===== src/hw/time_cfg.svh =====
`ifndef TIME_CFG_SVH
`define TIME_CFG_SVH

// ############################################################
// Settings-bus placement of the time block
// ############################################################

`define TIME_REG_BASE 0

// Register offsets relative to the block base.
`define TIME_REG_NEXT_SECS  0
`define TIME_REG_NEXT_TICKS 1
`define TIME_REG_PPS_CTRL   2
`define TIME_REG_PPS_IMM    3

// ############################################################
// Time base
// ############################################################

`define TIME_TICKS_PER_SEC_DEFAULT 100000000

`endif


===== src/hw/settings_pkg.sv =====
`default_nettype none

package settings_pkg;

   // ############################################################
   // Write-only strobe/address/data settings bus
   // ############################################################

   localparam int SET_ADDR_W = 8;
   localparam int SET_DATA_W = 32;

   typedef logic [SET_ADDR_W-1:0] set_addr_t;  // Register address.
   typedef logic [SET_DATA_W-1:0] set_data_t;  // Write data.

endpackage

`default_nettype wire


===== src/hw/time_pkg.sv =====
`default_nettype none

package time_pkg;

   // ############################################################
   // VITA-49 style time of day
   // ############################################################

   localparam int SECS_W  = 32;
   localparam int TICKS_W = 32;

   typedef logic [SECS_W-1:0]  seconds_t;   // Whole seconds.
   typedef logic [TICKS_W-1:0] ticks_t;     // Ticks within the second.

   // Seconds sit in the upper half, ticks in the lower half.
   typedef logic [SECS_W+TICKS_W-1:0] vita_time_t;

endpackage

`default_nettype wire


===== src/hw/time_ctrl_if.sv =====
`default_nettype none

interface time_ctrl_if;

   time_pkg::seconds_t next_secs;      // Seconds preset.
   time_pkg::ticks_t   next_ticks;     // Ticks preset.
   logic               arm;            // Pulse after a seconds preset write.
   logic               imm_mode;       // Load without waiting for PPS.
   logic               pps_polarity;   // 1 samples PPS on the rising clock edge.
   logic               pps_source;     // 0 is SMA, 1 is MIMO.

   modport regs (
      output next_secs,
      output next_ticks,
      output arm,
      output imm_mode,
      output pps_polarity,
      output pps_source
   );

   modport sync (
      input pps_polarity,
      input pps_source
   );

   modport counter (
      input next_secs,
      input next_ticks,
      input arm,
      input imm_mode
   );

endinterface

`default_nettype wire


===== src/hw/time_regs.sv =====
`default_nettype none

`include "time_cfg.svh"

module time_regs #(
   parameter int unsigned reg_base = `TIME_REG_BASE
) (
   input  logic                    clk,
   input  logic                    rst,
   input  logic                    set_stb,
   input  settings_pkg::set_addr_t set_addr,
   input  settings_pkg::set_data_t set_data,
   time_ctrl_if.regs               ctrl
);

   // ############################################################
   // Address decode
   // ############################################################

   localparam settings_pkg::set_addr_t secs_addr =
      settings_pkg::set_addr_t'(reg_base + `TIME_REG_NEXT_SECS);
   localparam settings_pkg::set_addr_t ticks_addr =
      settings_pkg::set_addr_t'(reg_base + `TIME_REG_NEXT_TICKS);
   localparam settings_pkg::set_addr_t ctrl_addr =
      settings_pkg::set_addr_t'(reg_base + `TIME_REG_PPS_CTRL);
   localparam settings_pkg::set_addr_t imm_addr =
      settings_pkg::set_addr_t'(reg_base + `TIME_REG_PPS_IMM);

   logic secs_wr;
   logic ticks_wr;
   logic ctrl_wr;
   logic imm_wr;

   assign secs_wr  = set_stb && (set_addr == secs_addr);
   assign ticks_wr = set_stb && (set_addr == ticks_addr);
   assign ctrl_wr  = set_stb && (set_addr == ctrl_addr);
   assign imm_wr   = set_stb && (set_addr == imm_addr);   // Other addresses fall through.

   // ############################################################
   // Preset and control registers
   // ############################################################

   always_ff @(posedge clk)
   begin
      if (rst)
      begin
         ctrl.next_secs    <= '0;
         ctrl.next_ticks   <= '0;
         ctrl.arm          <= 1'b0;
         ctrl.imm_mode     <= 1'b0;
         ctrl.pps_polarity <= 1'b0;
         ctrl.pps_source   <= 1'b0;
      end
      else
      begin
         ctrl.arm <= secs_wr;
         if (secs_wr)
            ctrl.next_secs <= set_data;
         if (ticks_wr)
            ctrl.next_ticks <= set_data;
         if (ctrl_wr)
         begin
            ctrl.pps_polarity <= set_data[0];
            ctrl.pps_source   <= set_data[1];
         end
         if (imm_wr)
            ctrl.imm_mode <= set_data[0];   // Bit 0 selects immediate loading.
      end
   end

   // The arm request is a single-cycle pulse seen by the counter.
   a_arm_pulse : assert property (
      @(posedge clk) disable iff (rst)
      ctrl.arm |=> !ctrl.arm
   );

endmodule

`default_nettype wire


===== src/hw/pps_sync.sv =====
`default_nettype none

module pps_sync (
   input  logic      clk,
   input  logic      rst,
   input  logic      pps_sma,
   input  logic      pps_mimo,
   time_ctrl_if.sync ctrl,
   output logic      pps_edge
);

   logic       pps_sel;    // Selected PPS input.
   logic       pps_pos;    // Sampled on the rising clock edge.
   logic       pps_neg;    // Sampled on the falling clock edge.
   logic       pps_pick;
   logic [1:0] pps_del;

   // ############################################################
   // Source select and edge-specific sampling
   // ############################################################

   assign pps_sel = ctrl.pps_source ? pps_mimo : pps_sma;

   always_ff @(posedge clk)
   begin
      pps_pos <= pps_sel;
   end

   always_ff @(negedge clk)
   begin
      pps_neg <= pps_sel;
   end

   assign pps_pick = ctrl.pps_polarity ? pps_pos : pps_neg;

   // ############################################################
   // Synchronizer and rising-edge detect
   // ############################################################

   always_ff @(posedge clk)
   begin
      if (rst)
         pps_del <= 2'b00;
      else
         pps_del <= {pps_del[0], pps_pick};
   end

   // High for one cycle per rising PPS transition.
   assign pps_edge = pps_del[0] & ~pps_del[1];

   a_edge_single : assert property (
      @(posedge clk) disable iff (rst)
      pps_edge |=> !pps_edge
   );

endmodule

`default_nettype wire


===== src/hw/time_counter.sv =====
`default_nettype none

`include "time_cfg.svh"

module time_counter #(
   parameter int unsigned ticks_per_sec = `TIME_TICKS_PER_SEC_DEFAULT
) (
   input  logic                clk,
   input  logic                rst,
   time_ctrl_if.counter        ctrl,
   input  logic                pps_edge,
   output time_pkg::vita_time_t vita_time
);

   // Last tick value before the second rolls over.
   localparam time_pkg::ticks_t rollover = time_pkg::ticks_t'(ticks_per_sec - 1);

   time_pkg::seconds_t seconds;
   time_pkg::ticks_t   ticks;
   logic               armed;   // A preset is waiting to be loaded.
   logic               load;

   // ############################################################
   // Armed preset loading
   // ############################################################

   assign load = armed & (ctrl.imm_mode | pps_edge);

   always_ff @(posedge clk)
   begin
      if (rst)
         armed <= 1'b0;
      else if (ctrl.arm)
         armed <= 1'b1;   // A fresh request wins over a load at the same edge.
      else if (load)
         armed <= 1'b0;
   end

   // ############################################################
   // Seconds and ticks
   // ############################################################

   always_ff @(posedge clk)
   begin
      if (rst)
      begin
         seconds <= '0;
         ticks   <= '0;
      end
      else if (load)
      begin
         seconds <= ctrl.next_secs;
         ticks   <= ctrl.next_ticks;
      end
      else if (ticks == rollover)
      begin
         seconds <= seconds + 1'b1;
         ticks   <= '0;
      end
      else
      begin
         ticks <= ticks + 1'b1;
      end
   end

   assign vita_time = {seconds, ticks};

   // Presets out of range would break the rollover, so the tick count is watched.
   a_ticks_range : assert property (
      @(posedge clk) disable iff (rst)
      ticks < ticks_per_sec
   );

endmodule

`default_nettype wire


===== src/hw/vita_timer.sv =====
`default_nettype none

`include "time_cfg.svh"

module vita_timer #(
   parameter int unsigned ticks_per_sec = `TIME_TICKS_PER_SEC_DEFAULT,
   parameter int unsigned reg_base      = `TIME_REG_BASE
) (
   input  logic                    clk,
   input  logic                    rst,
   input  logic                    set_stb,
   input  settings_pkg::set_addr_t set_addr,
   input  settings_pkg::set_data_t set_data,
   input  logic                    pps_sma,
   input  logic                    pps_mimo,
   output time_pkg::vita_time_t    vita_time,
   output logic                    pps_int
);

   // ############################################################
   // Internal connections
   // ############################################################

   time_ctrl_if ctrl ();

   logic pps_edge;   // Synchronized PPS rising edge.

   // ############################################################
   // Register block, PPS synchronizer and time counter
   // ############################################################

   time_regs #(
      .reg_base (reg_base)
   ) i_time_regs (
      .clk      (clk),
      .rst      (rst),
      .set_stb  (set_stb),
      .set_addr (set_addr),
      .set_data (set_data),
      .ctrl     (ctrl.regs)
   );

   pps_sync i_pps_sync (
      .clk      (clk),
      .rst      (rst),
      .pps_sma  (pps_sma),
      .pps_mimo (pps_mimo),
      .ctrl     (ctrl.sync),
      .pps_edge (pps_edge)
   );

   time_counter #(
      .ticks_per_sec (ticks_per_sec)
   ) i_time_counter (
      .clk       (clk),
      .rst       (rst),
      .ctrl      (ctrl.counter),
      .pps_edge  (pps_edge),
      .vita_time (vita_time)
   );

   // The detected edge doubles as the host interrupt.
   assign pps_int = pps_edge;

endmodule

`default_nettype wire


===== config.mk =====
export PLATFORM = sky130hd
export DESIGN_NAME = vita_timer
export DESIGN_NICKNAME = d
export VERILOG_FILES = /design/src/hw/settings_pkg.sv /design/src/hw/time_pkg.sv /design/src/hw/time_ctrl_if.sv /design/src/hw/time_regs.sv /design/src/hw/pps_sync.sv /design/src/hw/time_counter.sv /design/src/hw/vita_timer.sv
export VERILOG_INCLUDE_DIRS = /design/src /design/src/hw
export SDC_FILE = /design/constraint.sdc
export NUM_CORES = 1
export LEC_CHECK = 0
export BUFFER_PORTS_ARGS = -buffer_cell sky130_fd_sc_hd__buf_2
export CAP_MARGIN = 20
export CORE_ASPECT_RATIO = 0.5
export CORE_MARGIN = 4
export CORE_UTILIZATION = 51
export CTS_CLUSTER_SIZE = 25
export DETAILED_ROUTE_END_ITERATION = 10
export PLACE_DENSITY = 0.79
export SLEW_MARGIN = 20
export SYNTH_ARGS = -nofsm -noshare
export SYNTH_HDL_FRONTEND = slang
export SYNTH_HIERARCHICAL = 1
export SYNTH_SLANG_ARGS = --single-unit

===== constraint.sdc =====
create_clock -name clk -period 2.32 [get_ports clk]
set_input_delay 0 -clock clk [delete_from_list [all_inputs] [get_ports clk]]
set_output_delay 0 -clock clk [all_outputs]
set_load 0.05 [all_outputs]

After elaboration in Yosys (flattened, before gate mapping)
Index checks and enable logic that the tools add are counted.
- $add $sub $neg: 2
- eq/ne operators: 4
- multiplexer cells: 8
- bitwise gates (word level): 4
- reductions and logical operators: 7
- operator list (operator ; number):
    32-bit two-way mux ; 4
    32-bit by 1-bit adder with 32-bit output, second input constant ; 2
    32-bit by 27-bit equality test with 1-bit output, second input constant ; 1
    8-bit by 2-bit equality test with 1-bit output, second input constant ; 2
    8-bit by 1-bit equality test with 1-bit output, second input constant ; 1
    8-bit logical NOT ; 1
    1-bit logical AND ; 4
    1-bit two-way mux ; 4
    2-bit nonzero test ; 2
    1-bit bitwise AND ; 2
    1-bit inverter ; 1
    1-bit bitwise OR ; 1
- register bits after elaboration: 137
- input bits: 45
- output and inout bits: 65

Logic depth before layout (Yosys ltp)
- depth after elaboration: 6
- depth in mapped cells: 9

Modules after synthesis
The synthesis kept the hierarchy.
- by module, submodules not included (module ; instances ; cells an instance ; area each (sq um)):
    time_counter ; 1 ; 458 ; 3684.8
    time_regs ; 1 ; 263 ; 2885.3
    pps_sync ; 1 ; 10 ; 125.1

==> metrics.md <==
| Metric | Value |
|---|---|
| Clock sink count | 137 |
| Mapped Cells | 731 |
| Worst-Margin Slew | 751 ps |
| Top-Level Pins | 110 |
| FP Rows | 29 |
| Routed Antenna Nets | 0 |
| Initial Util | 52.6% |
| Status | finished with violations |
| First-pass GRT wire length | 31.9 mm |
| Post-synth EDFFs | 0 |
| DR vias/cell | 5.92 |
| Buf/Inv on CP | 2 |
| Post-synth top area share | 41.0% |
| Clock skew | 31.5 ps |
| Maxcap violations | 0 |
| TritonCTS Buffers | 17 |
| DRT iter0 DRCs | 533 |
| Achievable Freq | 0.425 GHz |
| Failing checks | negative setup slack |
| Pre-antenna DRT Iters | 5 |
| Seq/Total Area, Yosys | 41.0% |
| Post-Syn Area | 6700 µm² |
| Port bufs | 109 |
| PnR worst setup slack | -32.6 ps |
| Net Switching | 1.20 mW |
| Top_reg_cell synth | dfxtp_1 |
| H-tree levels | 4 |
| Vias in the first global route | 6,229 |
| Syn_nets | 778 |
| Register bit total from synthesis | 137 |
| Async S/R FF share, synth | 0% |
| Period utilization | 101% |
| Slew HR | 49.7% |
| Die Width | 170 µm |
| Share of power burned in the clock network | 49.9% |
| Startpoint types | flip-flop |
| RSZ-0062 raised after global routing | true |
| DR DRC count | 0 |
| Final wirelength | 20.6 mm |
| Leak pwr | 3.75 nW |
| Final net count | 973 |
| Most Frequent Cell on Critical Path | buf_6 |
| Share of power burned in combinational logic | 5.0% |
| Setup total negative slack | -98.4 ps |
| Crit-path leading delay family | simple AND/OR/NAND/NOR gates |
| Dpl hpwl | 12.9 mm |
| Final setup viols | 5 |
| Reg clk slew, reported paths | 60 ps |
| Hold Vio Cnt, Final | 0 |
| Fin. max-slew vios | 0 |
| Ant. Diodes | 0 |
| Setup CP Type | flip-flop to flip-flop |
| Ys Warns | 6 |
| CTS root buf | clkbuf_16 |
| Crit path DAT | 2660 ps |
| Final Critical Period | 2350 ps |
| Pint | 4.04 mW |
| Synth cell types | 55 |
| GRT Overall Usage | 26.3% |
| Die Y | 89.0 µm |
| RePlAce Congestion | 0.869 |
| Area delta synth->final | 35.1% |
| Pin count of the biggest net entering global routing | 74 |
| Avg WL per Cell | 18.6 µm |
| Sequential power share | 45.1% |
| CTS tree | yes |
| Initial antenna violation count | 0 |
| Most common cell in the synthesized netlist | dfxtp_1 |
| HP Class | input pin to flip-flop |
| Clk_lat worst skew | 450 ps |
| Layout cell share with drive strength beyond 1 | 31.6% |
| Delay of the slowest critical-path stage | 590 ps |
| Largest area contributor in the netlist | dfxtp_1 |
| Sw frac | 22.9% |
| Critical-path cell with the highest stage delay | or4_4 |
| Congestion Overflow GR | 0 |
| Area contributors post-synth | dfxtp_1, mux2i_1, nand2b_1 |
| Vias | 6,570 |
| Overall power | 5.24 mW |
| Setup crit end kind | flip-flop |
| Synthesized area per cell | 9.16 µm² |
| CP Cell Sequence | nor4_1, nand4_1, buf_6, buf_6, or4_4, or3_1, a311oi_1 |
| Peak supply drop | 0.000391 V |
| PD cells | 580 nW/µm² |
| Commonest cells post-synth | dfxtp_1, nand2b_1, mux2i_1, nor2_1, clkbuf_1 |
| Crit path max fanout | 8 |
| CORE AREA | 12,700 µm² |
| WP data required | 2630 ps |
| Die area | 15,100 µm² |
| Max clock buf depth | 2 |
[registers in the layout, summed over array words and instances (netlist names)]
name,cells
i_pps_sync/pps_del,2
i_pps_sync/pps_neg,1
i_pps_sync/pps_pos,1
i_time_counter/armed,1
i_time_counter/seconds,32
i_time_counter/ticks,32
i_time_regs/ctrl.arm,1
i_time_regs/ctrl.imm_mode,1
i_time_regs/ctrl.next_secs,32
i_time_regs/ctrl.next_ticks,32
i_time_regs/ctrl.pps_polarity,1
i_time_regs/ctrl.pps_source,1
[worst reg2reg max path: cells and delay by family (launching register included)]
kind / cells / cell delay [ps]
and+or+nand+nor: 4 / 1420
DFF: 1 / 320
buffers and inverters: 2 / 290
AOI/OAI and AO/OA: 1 / 220
[power groups by stage]
| stage | Combinational, mW | Sequential, mW | Clock, mW |
|---|---|---|---|
| global placement | 0.194 | 2.41 | 0.00539 |
| global route | 0.281 | 2.36 | 2.73 |
| finish | 0.262 | 2.36 | 2.62 |
| detailed placement | 0.196 | 2.42 | 0.00539 |
| floorplan | 0.108 | 2.43 | 0.00539 |
| CTS | 0.250 | 2.36 | 2.62 |
[logic make-up after synthesis]
kind of cell | after synthesis | share of synthesized area [%]
AOI/OAI and AO/OA | 98 | 10.8
DFF | 137 | 41.0
xor gates and xnor gates | 32 | 4.19
adders and majority gates | 2 | 0.374
buffers and inverters | 57 | 4.41
and+or+nand+nor | 336 | 28.8
muxes | 69 | 10.4
[worst paths after layout]
path,end,startpoint,cells past startpoint,slack (ps)
setup reg to reg,i_time_counter/seconds[20]$_SDFFE_PP0P_,i_time_counter/ticks[27]$_SDFF_PP0_,7,-30
hold / removal,i_time_regs/ctrl.imm_mode$_SDFFE_PP0P_,set_addr[4],4,8
hold reg to reg,i_time_counter/ticks[2]$_SDFF_PP0_,i_time_regs/ctrl.next_ticks[2]$_SDFFE_PP0P_,2,450
setup / recovery,i_time_counter/seconds[20]$_SDFFE_PP0P_,i_time_counter/ticks[27]$_SDFF_PP0_,7,-30
[repair_timing]
action,4_1_cts,5_1_grt
hold endpoints to repair,69,0
hold buffers,41,0
setup endpoints to repair,19,19
pin swaps,10,21
cloned,3,0
buffers inserted,2,8
gates resized for setup,10,35
[layout by cell type, fill, tap and decap left out, types with 3 or more instances in the layout]
cell           instances
buf_2                108
nor2_1                61
xnor2_1               18
buf_4                 67
dfxtp_2               29
clkbuf_16             20
nand2_1               34
or3_1                  5
dfxtp_4                9
nand4_1               22
nand3_1               31
dfxtp_1               99
nor3_1                10
o31ai_1               10
xor2_1                14
nor2b_1                4
dlygate4sd3_1         41
a211oi_1              19
o31ai_2                5
inv_4                  3
nand2b_1             100
or4_1                 11
and4_1                 6
and2_1                 5
mux2i_1               68
clkinv_2               5
and3_1                 7
a21oi_1               14
o21ai_0                6
a311oi_2               9
a22o_1                 7
inv_1                 11
or4_4                 13
a311oi_1              14
and4_2                 3
nor4_1                 5
buf_6                  4
[final cells by class]
class,instances,area [µm²]
timing repair buffer,220,1500
multi-input combinational,540,3920
sequential,137,2810
clock inverter,12,68.8
fill,891,3690
tap,170,213
clock buffer,21,504
inverter,9,33.8
[through the flow]
stage	utilization (%)	area (µm²)	setup WS [ps]	std cells	hold WS, ps
4_1_cts	69.2	8820	4.88	1101	0.488
2_1_floorplan	-	6790	-110	731	71.6
3_3_place_gp	60.9	7750	-76.1	1023	242
5_1_grt	71.0	9050	-96.0	1109	26.2
3_5_place_dp	60.9	7750	-192	1023	247
6_report	71.0	9050	-32.6	1109	8.45
[routing by layer]
layer / global-route usage, % / share of wire (%) / vias to the layer above
li1: - / - / 3059
met1: 34.6 / 43 / 3137
met2: 42.9 / 47 / 320
met3: 6.32 / 7.8 / 54
met4: 10.1 / 2.6 / 0
met5: 0 / 0 / -
(Power assumes the default switching activity.)
